<file path="src/hdl/isaPkg.sv">
`default_nettype none

package isaPkg;

	// Datapath widths
	localparam int dataW = 32;
	localparam int regAddrW = 5;

	// ------------------------------
	// Instruction field positions
	// ------------------------------
	localparam int opLsb = 26;
	localparam int rsLsb = 21;
	localparam int rtLsb = 16;
	localparam int rdLsb = 11;
	// Opcode and funct share one width
	localparam int fieldW = 6;
	localparam int immW = 16;

	// Primary opcodes
	typedef enum logic [fieldW-1:0] {
		rType = 6'h00,
		opBeq = 6'h04,
		opAddi = 6'h08,
		opLw = 6'h23,
		opSw = 6'h2b,
		opHalt = 6'h3f
	} opcodeT;

	// Funct codes of R-type words
	typedef enum logic [fieldW-1:0] {
		fnAdd = 6'h20,
		fnSub = 6'h22,
		fnAnd = 6'h24,
		fnOr = 6'h25,
		fnSlt = 6'h2a
	} functT;

	// Execute stage operation
	typedef enum logic [2:0] {aluAdd, aluSub, aluAnd, aluOr, aluSlt} aluOpT;

endpackage

`default_nettype wire

</file>
<file path="src/hdl/pipePkg.sv">
`default_nettype none

package pipePkg;

	// Operand source in execute
	typedef enum logic [1:0] {fwdNone = 2'd0, fwdMem = 2'd1, fwdWb = 2'd2} fwdSelT;

	// ------------------------------
	// Control word and stage registers
	// ------------------------------
	typedef struct packed {
		logic regWrite;
		logic memToReg;
		logic memWrite;
		logic aluSrc;
		logic regDst;
		logic branch;
		logic halt;
		isaPkg::aluOpT aluOp;
	} ctrlT;

	typedef struct packed {
		logic [isaPkg::dataW-1:0] instr;
		logic [isaPkg::dataW-1:0] pcPlus1;
	} ifIdT;

	typedef struct packed {
		ctrlT ctrl;
		logic [isaPkg::dataW-1:0] rdA;
		logic [isaPkg::dataW-1:0] rdB;
		logic [isaPkg::regAddrW-1:0] rs;
		logic [isaPkg::regAddrW-1:0] rt;
		logic [isaPkg::regAddrW-1:0] rd;
		logic [isaPkg::dataW-1:0] imm;
	} idExT;

	typedef struct packed {
		logic regWrite;
		logic memToReg;
		logic memWrite;
		logic halt;
		logic [isaPkg::dataW-1:0] aluOut;
		logic [isaPkg::dataW-1:0] writeData;
		logic [isaPkg::regAddrW-1:0] writeReg;
	} exMemT;

	typedef struct packed {
		logic regWrite;
		logic memToReg;
		logic halt;
		logic [isaPkg::dataW-1:0] readData;
		logic [isaPkg::dataW-1:0] aluOut;
		logic [isaPkg::regAddrW-1:0] writeReg;
	} memWbT;

	// APB register map
	localparam int apbAddrW = 12;
	localparam int regionLsb = 10;
	localparam int regionW = 2;
	// Word index starts above the byte offset
	localparam int wordLsb = 2;
	localparam logic [regionW-1:0] regionImem = 2'd0;
	localparam logic [regionW-1:0] regionRegs = 2'd1;
	localparam logic [regionW-1:0] regionCtrl = 2'd2;
	// Control register bits
	localparam int ctrlStartBit = 0;
	localparam int ctrlRunningBit = 0;
	localparam int ctrlHaltedBit = 1;

endpackage

`default_nettype wire

</file>
<file path="src/hdl/apbDebugPort.sv">
`timescale 1ns/1ns
`default_nettype none

module apbDebugPort #(
	parameter int imemDepth = 256
) (
	input wire clk,
	input wire rstN,
	input wire psel,
	input wire penable,
	input wire pwrite,
	input wire [pipePkg::apbAddrW-1:0] paddr,
	input wire [isaPkg::dataW-1:0] pwdata,
	output logic [isaPkg::dataW-1:0] prdata,
	output logic pready,
	output logic imemWe,
	output logic [$clog2(imemDepth)-1:0] imemAddr,
	output logic [isaPkg::dataW-1:0] imemData,
	output logic [isaPkg::regAddrW-1:0] dbgRegAddr,
	input wire [isaPkg::dataW-1:0] dbgRegData,
	output logic start,
	output logic running,
	input wire haltSeen,
	output logic halted
);

	logic [pipePkg::regionW-1:0] region;
	logic wrAccess;
	logic startReq;

	// ------------------------------
	// Access decode
	// ------------------------------
	assign region = paddr[pipePkg::regionLsb +: pipePkg::regionW];
	// No wait states
	assign pready = 1'b1;
	assign wrAccess = psel && penable && pwrite;
	// Start only counts while idle
	assign startReq = wrAccess && region == pipePkg::regionCtrl &&
		pwdata[pipePkg::ctrlStartBit] && !running;

	// Program loads are dropped during a run
	assign imemWe = wrAccess && region == pipePkg::regionImem && !running;
	assign imemAddr = paddr[pipePkg::wordLsb +: $clog2(imemDepth)];
	assign imemData = pwdata;
	assign dbgRegAddr = paddr[pipePkg::wordLsb +: isaPkg::regAddrW];

	// Read mux by region
	always_comb
	begin
		prdata = '0;
		case (region)
			pipePkg::regionRegs: prdata = dbgRegData;
			pipePkg::regionCtrl:
			begin
				prdata[pipePkg::ctrlRunningBit] = running;
				prdata[pipePkg::ctrlHaltedBit] = halted;
			end
			default: prdata = '0;
		endcase
	end

	// ------------------------------
	// Run state
	// ------------------------------
	always_ff @(posedge clk or negedge rstN)
	begin
		if (!rstN)
		begin
			start <= 1'b0;
			running <= 1'b0;
			halted <= 1'b0;
		end
		else
		begin
			// One cycle pulse into the core
			start <= startReq;
			if (startReq)
			begin
				running <= 1'b1;
				halted <= 1'b0;
			end
			else if (haltSeen)
			begin
				running <= 1'b0;
				halted <= 1'b1;
			end
		end
	end

	// Access phase always comes out of a selected setup
	assert property (@(posedge clk) disable iff (!rstN) $rose(penable) |-> psel);

endmodule

`default_nettype wire

</file>
<file path="config.mk">
export PLATFORM = sky130hd
export DESIGN_NAME = apbDebugPort
export DESIGN_NICKNAME = d
export VERILOG_FILES = /design/src/hdl/isaPkg.sv /design/src/hdl/pipePkg.sv /design/src/hdl/apbDebugPort.sv
export SDC_FILE = /design/constraint.sdc
export NUM_CORES = 1
export LEC_CHECK = 0
export ABC_AREA = 1
export ABC_CLOCK_PERIOD_IN_PS = 900
export BUFFER_PORTS_ARGS = -buffer_cell sky130_fd_sc_hd__buf_2
export CORE_AREA = 2 2 64 66
export CTS_CLUSTER_DIAMETER = 60
export DETAILED_ROUTE_END_ITERATION = 7
export DIE_AREA = 0 0 66 68
export HOLD_SLACK_MARGIN = 0.05
export PLACE_DENSITY = 0.71
export SLEW_MARGIN = 20
export SYNTH_ARGS = -nofsm -noshare
export SYNTH_HDL_FRONTEND = slang
export SYNTH_SLANG_ARGS = --single-unit
</file>
<file path="constraint.sdc">
create_clock -name clk -period 0.9 [get_ports clk]
set_input_delay 0.045 -clock clk [delete_from_list [all_inputs] [get_ports clk]]
set_output_delay 0.045 -clock clk [all_outputs]
set_load 0.03 [all_outputs]
</file>
**After elaboration in Yosys (flattened, before gate mapping)**

Cells that the tools add are included.

- Bits in latches: 0
- Register bits after elaboration: 3
- Logic and storage cells: 21
- Memories kept: 0
- RAM bits: 0
- Bits in read-only memories: 0

- $add $sub $neg: 0
- Reductions and logical operators: 10
- Order comparisons: 0
- Equal/unequal tests: 2
- Muxes and demuxes: 6
- Bitwise operators: 0
- Shift operators: 0
- Multipliers: 0
- Div/mod/pow operators: 0

Operators with widths:

| cell | number |
|---|---|
| $mux W30 | 1 |
| $logic_and A1 B1 Y1 | 7 |
| $mux W1 | 4 |
| $pmux W2 S2 | 1 |
| $eq A2 B1 Y1 const B | 1 |
| $eq A2 B2 Y1 const B | 1 |
| $logic_not A2 Y1 | 1 |
| $reduce_bool A2 Y1 | 1 |
| $logic_not A1 Y1 | 1 |

**Logic depth before layout (Yosys ltp)**

Gate-level depths: netlist of the first run.

- Depth in word-level cells: 6
- Gate-level depth with buffers: 5
- Gate-level depth less buffers: 5

**Worst setup path after synthesis of the first run**

No wires, ideal clock.

- Kind: register to output
- Start point: reg running
- End point: out prdata[0] in the netlist's numbering
- Data required time: 0.855 ns
- Setup slack: -0.251 ns
- Stages on the path, launching flop included: 3
- Arrival: 1.106 ns
- Cell sequence: dfrtp_1 > nand2_1 > a21oi_1

- Word-level cells in the longest chain between the ends: 1

RTL lines:

| element | RTL line | source |
|---|---|---|
| start: declaration | apbDebugPort.sv:22 | `output logic running,` |
| start signal: assignment | apbDebugPort.sv:71 | `running <= 1'b0;` |
| start signal: assignment | apbDebugPort.sv:80 | `running <= 1'b1;` |
| start signal: assignment | apbDebugPort.sv:85 | `running <= 1'b0;` |
| $pmux W2 S2 | apbDebugPort.sv:52 | `case (region)` |
| end: declaration | apbDebugPort.sv:14 | `output logic [isaPkg::dataW-1:0] prdata,` |

No other way between the ends.

**Worst setup path in the final report of the first run**

- Start point: reg running
- End point: out imemWe

- Word-level cells in the longest chain between the ends: 2

RTL lines:

| element | RTL line | source |
|---|---|---|
| $logic_not A1 Y1 | apbDebugPort.sv:43 | `assign imemWe = wrAccess && region == pipePkg::regionImem && !running;` |
| $logic_and A1 B1 Y1 | apbDebugPort.sv:43 |  |
| end: declaration | apbDebugPort.sv:16 | `output logic imemWe,` |

No other way between the ends.

==> run metrics, run 1 <==
status complete, but fails checks; Worst-path clk slew 30 ps; largest family of logic cells by synthesized area buffers and inverters; routed len/inst 10.9 µm; power per cell area 830 nW/µm²; crit path buf inv count 2; final count of hold timing violations 0; gpl congestion 0.621; fmax 985 MHz; CORE AREA 3860 µm²; unrepaired setup endpoints after global routing yes; Worst Hold Class in2reg; Routed Antenna Nets 0; Top Ports roughly 160; Compound-Gate Fraction of Synth Area 1.88%; worst skew pair latency ~220 ps; placed insts 216; Chip Height 68 µm; Synth Area in XOR/XNOR 0%; area of the mapped netlist 801 µm²; CP max-delay cell dfrtp_2; post-DR vias/cell 3.73; Synth Net Count 220; initial DRC count 9; Setup WS pre-CTS -142 ps; design area 1320 µm²; Area Growth Syn to Fin 65.3%; Overflow after GRT 0; total die area 4490 µm²; WS Path Type reg2out; Detailed Place HPWL ~1.7 mm; Critical Path RT between 800 and 900 ps; post-synth top area cell buf_4; post-synthesis mux area share 0%; Pleak 0.866 nW; library cells used by synthesis 12; delay-heaviest family, CP flip-flops; die width 66 µm; global-route wire length before repair 2.73 mm; FILL cells 408; fin util around a third; Clock Tree Buf Depth 2; Post-Layout Cell Count around 230; crit path cell chain inv_2 -> nand2_2 -> nor2_4 -> buf_6; setup ws final -115 ps; Total Wirelength 2.46 mm; PortBufs 77; GRT Util Overall 8.13%; share of cells above drive strength 1 a little under three quarters; most common cell after layout, fill and taps aside buf_2; # Max-Cap Violations 0; Max rail drop VDD 0.576 mV; pin count of the biggest net entering global routing 11; Initial Util 20.8%; Area after DPL 925 µm²; Power, Total 1.10 mW; crit path time final 1010 ps; hold_ws 70.9 ps; syn_area_per_cell 5.93 µm²; register area share after synthesis 9.38%; kind of start point of the critical path register; Pre-antenna DRT Iters 4; warnings from Yosys 0; simple-gate share of the synthesized area 20.3%; vias in the first global route 667; CP max stage delay 420 ps; initial antenna violation count 0; number of diodes 0; H-tree levels 1; flop-to-flop setup slack ~30 ps; TritonCTS clock tree built; post-route clock period utilization 113%; Setup crit end kind output port; CTS Buf Count 3; cell count after synthesis 135; critical path arrival 970 ps; commonest cells after routing, fill and taps aside buf_2 (43), buf_6 (33), nand2_1 (19), inv_1 (17), inv_2 (16); drt drc 0; flops & latches, synth 3; DR vias 840; clk sinks 3; site row count 23; # nets final 261; adder-cell area share of the yosys netlist about 4.7%; failing checks setup timing; clock root cell clkbuf_8; top cell type's share of synthesized area a little over two fifths; synth top area cells buf_4 (43%), nand2_1 (16%), inv_1 (16%); Clock Skew 2.79 ps; crit path max fanout 3; Final Setup Violations 3; Pins Over Slew Limit 0; post-route setup TNS -288 ps
-- metal layers --
| metal | global-route usage [%] | part of all wire [%] |
|---|---|---|
| met1 | 7.65 | 33 |
| met2 | 13.6 | 52 |
| met3 | 2.80 | 11 |
| met4 | 8.16 | 4.2 |
| met5 | 0 | 0 |
-- cell type report --
type                       count  area (µm²)  area share [%]
clock buffer                   4        45.0            3.40
inverter                      34         130            9.83
multi-input combinational     49         327            24.7
sequential                     3        77.6            5.86
tap                           50        62.6            4.73
timing repair buffer          85         682            51.5
-- registers in the layout, indices dropped and copies added (netlist names) --
name     count
halted       1
running      1
start        1
-- Yosys cell counts --
cell type	count
buf_4	46
conb_1	1
inv_1	34
a21oi_1	2
nand3_1	2
nor2_1	4
dfrtp_1	3
ha_1	3
nand2_1	35
or2_1	1
o21ai_0	1
buf_6	3
-- repair_timing --
action	CTS	global route
hold endpoints to repair	3	0
pin swaps	1	2
hold buffers	1	0
setup buffers	0	0
endpoints found under the setup margin	33	34
cloned	1	3
resized for setup	32	93
-- worst register-to-register path: cells and delay by family, from the launching register on --
kind / cells / cell delay [ps]
buffers and inverters: 1 / 70
flip-flops: 1 / 420
AND/OR/NAND/NOR: 3 / 260
-- power by group --
group          switching (mW)  internal [mW]  leakage (nW)
clock                  0.0897          0.302        0.0228
sequential            0.00217          0.139        0.0347
combinational           0.310          0.256         0.808
total                   0.402          0.696         0.866
-- cell families (layout without fill, tap and decap cells) --
| logic type | Yosys count | in the layout |
|---|---|---|
| AO/OA/AOI/OAI | 3 | 3 |
| adder cells (fa/ha/maj) | 3 | 3 |
| buffers and inverters | 83 | 123 |
| flip-flops | 3 | 3 |
| other | 1 | 1 |
| AND/OR/NAND/NOR | 42 | 42 |
-- worst paths after layout --
check,start,end,depth (start not counted)
min reg2reg,halted,halted,2
min in group asynchronous,rstN,running,2
max in group asynchronous,rstN,halted,2
min,haltSeen,halted,3
max reg2reg,running,halted,4
max,running,imemWe,4
Power figures use the tool's default switching activity.
==> run 2, diff against run 1 <==
--- a/config.mk
+++ b/config.mk
@@ -8,12 +8,14 @@
 export ABC_AREA = 1
 export ABC_CLOCK_PERIOD_IN_PS = 900
 export BUFFER_PORTS_ARGS = -buffer_cell sky130_fd_sc_hd__buf_2
-export CORE_AREA = 2 2 64 66
+export CELL_PAD_IN_SITES_DETAIL_PLACEMENT = 1
+export CELL_PAD_IN_SITES_GLOBAL_PLACEMENT = 1
+export CORE_ASPECT_RATIO = 1.1
+export CORE_UTILIZATION = 13
 export CTS_CLUSTER_DIAMETER = 60
 export DETAILED_ROUTE_END_ITERATION = 7
-export DIE_AREA = 0 0 66 68
 export HOLD_SLACK_MARGIN = 0.05
-export PLACE_DENSITY = 0.71
+export PLACE_DENSITY_LB_ADDON = 0.1
 export SLEW_MARGIN = 20
 export SYNTH_ARGS = -nofsm -noshare
 export SYNTH_HDL_FRONTEND = slang
==> run 2 against run 1 <==
  * The flow still finishes with violations (setup timing)
  * Power increased by 0.91%
  * Critical path depth is the same
  * Via count up 8.0%
  * Critical path type unchanged
  * Largest cell class unchanged
==> run metrics, run 2 (synthesis results as in run 1) <==
Switching Share 37.3% (+0.66 points); initial antenna violation count 0 (unchanged); Max rail drop VDD 0.487 mV (-16%); most common cell after layout, fill and taps aside buf_2; routed len/inst 10.8 µm (-1.2%); gpl congestion 0.649 (+4.4%); Overflow after GRT 0 (unchanged); crit path max fanout 3 (unchanged); WL met1 808 µm (+0.62%); failing checks setup timing; Routed Antenna Nets 0 (unchanged); power per cell area 807 nW/µm² (-2.8%); Area Growth Syn to Fin 71.6%; die width 76.8 µm (+16%); Top Ports 164 (unchanged); clock network power share 35.2% (-0.5 points); number of diodes 0 (unchanged); crit path cell chain inv_2 -> nand2_2 -> nor2_4 -> buf_6; internal power 695 µW (-0.13%); crit path time final 1000 ps (-10.2 ps); Chip Height 84.3 µm (+24%); CORE AREA 5840 µm² (+51%); GRT Util Overall 8.59% (+0.47 points); initial DRC count 6 (-3); CTS Buf Count 3 (unchanged); DR vias 907 (+8.0%); # Max-Cap Violations 0 (unchanged); pin count of the biggest net entering global routing 14 (+3); Pre-antenna DRT Iters 2 (-2); WS Path Type reg2out; critical path arrival 960 ps (about the same); commonest cells after routing, fill and taps aside buf_2 (57), nand2_1 (19), inv_1 (18), buf_6 (18), inv_2 (15); vias in the first global route 989 (+48%); TritonCTS clock tree built; CP max-delay cell dfrtp_2; Flop pwr share 12.7% (about the same); Total Wirelength 2.75 mm (+12%); Initial Util 13.7% (-7.1 points); Setup crit end kind output port; Clock Tree Buf Depth 2 (unchanged); Comb pwr share 52.1% (+0.6 points); setup ws final -105 ps (+10.2 ps); Worst Hold Class in2reg; CP max stage delay 410 ps (about the same); post-route clock period utilization 112% (-1.1 points); # nets final 263 (+0.77%); hold_ws 82.9 ps (+12.0 ps); status complete, but fails checks; DR WL met3 280 µm (+4.5%); Switching Power 413 µW (+2.7%); clk sinks 3 (unchanged); Pleak 0.926 nW (+7.0%); Clock Skew 1.24 ps (-1.54 ps); kind of start point of the critical path register; total die area 6480 µm² (+44%); post-DR vias/cell 3.57 (-4.4%); site row count 29 (+26%); top layer in use met4; PortBufs 77 (unchanged); worst skew pair latency 210 ps (about the same); Final Setup Violations 5 (+2); FILL cells 739 (+81%); WL met2 1.58 mm (+23%); fmax 995 MHz (+1.0%); clock root cell clkbuf_8; Critical Path RT 850 ps (about the same); drt drc 0 (unchanged); Power, Total 1.11 mW (+0.91%); unrepaired setup endpoints after global routing yes; Pins Over Slew Limit 0 (unchanged); global-route wire length before repair 4.47 mm (+64%); biggest regs halted x1, running x1, start x1; Detailed Place HPWL 2.25 mm (+35%); H-tree levels 1 (unchanged); share of cells above drive strength 1 72.9% (+0.88 points); Worst-path clk slew 30 ps (about the same); final count of hold timing violations 0 (unchanged)
==> run 2: changes by cell type in the layout (fill, tap and decap cells not counted), sizes merged <==
cell,change
clkbuf,-1
buf,+3
==> run 2: layout make-up <==
cell class / instances / area, µm² / share of cell area (%)
timing repair buffer: 87 / 653 / 47.5
multi-input combinational: 49 / 369 / 26.9
inverter: 34 / 133 / 9.65
tap: 77 / 96.3 / 7.01
sequential: 3 / 77.6 / 5.65
clock buffer: 4 / 45.0 / 3.28
==> run 2: critical path: cells and delay by family, from the launching register on <==
family,cells,cell delay [ps]
AND/OR/NAND/NOR,2,130
buffers and inverters,2,200
flip-flops,1,410
==> run 2: timing repair <==
action,in CTS,in global routing
buffers inserted,3,0
gates resized for setup,63,29
gates cloned,2,0
pin swaps,4,4
hold endpoints to repair,3,0
endpoints found under the setup margin,35,33
hold buffers,1,0
==> run 2: worst paths after layout <==
| kind | from | endpoint | slack, ps | cells past startpoint |
|---|---|---|---|---|
| min in group asynchronous | rstN | start | 150 | 2 |
| max reg2reg | running | halted | -50 | 5 |
| min reg2reg | halted | halted | 550 | 2 |
| min | haltSeen | halted | 80 | 3 |
| max in group asynchronous | rstN | running | 620 | 2 |
| max | running | imemWe | -100 | 4 |
==> run 2: metal layers <==
| layer | global-route usage [%] | up-vias |
|---|---|---|
| met1 | 7.25 | 421 |
| met3 | 2.50 | 14 |
| met2 | 17.2 | 60 |
| li1 | - | 412 |
| met4 | 5.42 | 0 |
| met5 | 0 | - |
==> run 2: power by group through the flow <==
stage / registers [mW] / clock network [mW] / logic, mW
4_1_cts: 0.141 / 0.399 / 0.544
3_5_place_dp: 0.142 / 0 / 0.419
5_1_grt: 0.141 / 0.416 / 0.622
6_report: 0.141 / 0.390 / 0.577
3_3_place_gp: 0.142 / 0 / 0.413
2_1_floorplan: 0.146 / 0 / 0.611
==> run 2: through the flow <==
stage | instance area, µm² | TNS [ps] | utilization, % | worst slack [ps] | cells
after floorplan | 833 | 0 | - | 1.13 | 135
after global placement | 978 | -3260 | 16.7 | -121 | 244
after detailed placement | 978 | -5240 | 16.7 | -197 | 244
after CTS | 1280 | -442 | 22.0 | -120 | 254
after global routing | 1370 | -1010 | 23.5 | -144 | 254
final | 1370 | -339 | 23.5 | -105 | 254
==> run 3, diff against run 2 <==
==> constraint.sdc (replaced) <==
create_clock -name clk -period 0.9 [get_ports clk]
set_input_delay 0 -clock clk [delete_from_list [all_inputs] [get_ports clk]]
set_output_delay 0 -clock clk [all_outputs]
set_load 0.03 [all_outputs]
==> run 3 against run 2 <==
  * The run still ends with setup timing left
  * Core utilization rose by 2.5 points
  * Worst setup slack improved by 30 ps
  * Worst hold slack barely moved
  * Clock skew rose by 2.7 ps
  * Sequential power barely moved
  * Critical path type unchanged
  * Largest power group unchanged
==> run metrics, run 3 (synthesis results as in run 1) <==
status complete, but fails checks; failing checks setup timing; WS Path Type reg2out; R2R Path Start running; Pleak 1.03 nW (+12%); Worst R2R Path Depth 4 (-1); Max rail drop VDD 0.669 mV (+37%); internal power 742 µW (+6.6%); Detailed Place HPWL 2.10 mm (-6.5%); Hold Path Cell Cnt 3 (unchanged); drt drc 0 (unchanged); crit path buf inv count 2 (unchanged); crit path max fanout 3 (unchanged); WHS Endpoint start; GRT Util Overall 8.78% (+0.18 points); Clock Tree Buf Depth 2 (unchanged); Top Ports 164 (unchanged); fin util 26.0% (+2.5 points); Critical Path RT 900 ps (+50 ps); site row count 29 (unchanged); post-route clock period utilization 108% (-3.3 points); Overflow after GRT 0 (unchanged); clk sinks 3 (unchanged); die width 76.8 µm (unchanged); PortBufs 77 (unchanged); Initial Util 13.7% (unchanged); H-tree levels 1 (unchanged); initial antenna violation count 0 (unchanged); unrepaired setup endpoints after global routing yes; routed len/inst 10.8 µm (-0.32%); vias in the first global route 1040 (+5.2%); CORE AREA 5840 µm² (unchanged); Slew HR 58.2%; CTS Buf Count 3 (unchanged); pin count of the biggest net entering global routing 25 (+11); FILL cells 740 (+0.14%); clock root cell clkbuf_8; Area Growth Syn to Fin 90.0%; CP max stage delay 410 ps (about the same); most common cell after layout, fill and taps aside buf_2; worst skew pair latency 220 ps (about the same); Final Setup Violations 3 (-2); CP max-delay cell dfrtp_2; setup ws final -74.6 ps (+30.0 ps); Routed Antenna Nets 0 (unchanged); Pins Over Slew Limit 0 (unchanged); Worst-path clk slew 30 ps (about the same); delay-heaviest family, CP flip-flops; HP Start pwdata[0]; gpl congestion 0.735 (+13%); power per cell area 895 nW/µm² (+11%); crit path time final 975 ps (-30.0 ps); number of diodes 0 (unchanged); Switching Power 621 µW (+50%); Clock Skew 3.97 ps (+2.72 ps); kind of start point of the critical path register; commonest cells after routing, fill and taps aside buf_2 (72), dlygate4sd3_1 (36), inv_1 (32), nand2_1 (32); biggest regs halted x1, running x1, start x1; flop-to-flop setup slack 10 ps (+60 ps); Chip Height 84.3 µm (unchanged); Comb pwr share 60.2% (+8.1 points); Pre-antenna DRT Iters 3 (+1); hold_ws 83.2 ps (+0.307 ps); crit path cell chain inv_2 -> nand2_2 -> nor2_4 -> buf_6; final count of hold timing violations 0 (unchanged); worst reg2reg path endpoint halted; TritonCTS clock tree built; clock network power share 29.5% (-5.7 points); Worst Hold Class in2reg; Setup crit end kind output port; # Max-Cap Violations 0 (unchanged); # nets final 299 (+14%); share of cells above drive strength 1 44.6% (-28 points); DR vias 1012 (+12%); post-DR vias/cell 3.49 (-2.3%); Total Wirelength 3.12 mm (+14%); placed insts 243 (-0.41%); fmax 1030 MHz (+3.1%); Post-Layout Cell Count 290 (+14%); total die area 6480 µm² (unchanged); Worst Tran Pin Value between 600 and 700 ps; critical path arrival 970 ps (about the same); initial DRC count 9 (+3); global-route wire length before repair 4.55 mm (+1.9%); Flop pwr share 10.3% (-2.4 points); Switching Share 45.6% (+8.3 points)
run 3: changes by cell type in the layout (fill, tap and decap cells not counted), sizes merged:
cell,change
dlygate4sd3,+35
clkbuf,+2
buf,-6
dlymetal6s4s,+5
run 3: what timing repair did:
action	in CTS	in global routing
endpoints found under the hold margin	48	0
setup buffers	1	0
endpoints found under the setup margin	32	47
gates cloned	0	1
pin swaps	3	1
hold buffers	41	0
resized for setup	12	10
run 3: worst max-delay path by stage:
| stage | start | to | slack (ps) | cells after the start |
|---|---|---|---|---|
| global placement | paddr[11] | prdata[14] | -10 | 7 |
| floorplan | running | halted | 2 | 4 |
| detailed placement | paddr[11] | prdata[11] | -50 | 7 |
| finish | running | imemWe | -70 | 4 |
| global route | running | imemWe | -130 | 4 |
| CTS | running | imemWe | -90 | 4 |
run 3: layout make-up:
type	instances	area (µm²)	area share, %
Timing Repair Buffer	123	907	59.6
Multi-Input combinational cell	49	269	17.7
Inverter	34	128	8.39
Tap cell	77	96.3	6.33
Sequential cell	3	76.3	5.02
Clock buffer	4	45.0	2.96
run 3: power groups by stage:
stage | combinational [mW] | clock, mW | sequential, mW
CTS | 0.799 | 0.414 | 0.140
detailed placement | 0.416 | 0 | 0.142
global route | 0.871 | 0.435 | 0.141
finish | 0.820 | 0.402 | 0.140
floorplan | 0.611 | 0 | 0.146
global placement | 0.413 | 0 | 0.142
run 3: stage by stage:
| stage | setup WS, ps | TNS, ps | cell area [µm²] | power [mW] |
|---|---|---|---|---|
| 2_1_floorplan | 2.43 | 0 | 832 | 0.757 |
| 4_1_cts | -88.0 | -1070 | 1470 | 1.35 |
| 5_1_grt | -129 | -443 | 1520 | 1.45 |
| 6_report | -74.6 | -141 | 1520 | 1.36 |
| 3_5_place_dp | -45.5 | -725 | 970 | 0.558 |
| 3_3_place_gp | -10.4 | -92.0 | 970 | 0.555 |
run 3: worst reg2reg max path: cells and delay by family, from the launching register on:
family | cells | cell delay (ps)
flops | 1 | 410
simple gates | 3 | 280
buf+inv | 1 | 70
run 3: per-layer routing:
layer | vias up | track usage [%] | wire, µm
li1 | 481 | - | -
met1 | 448 | 6.35 | 857
met2 | 76 | 18.8 | 1870
met3 | 7 | 3.04 | 322
met4 | 0 | 4.90 | 78
met5 | - | 0 | 0
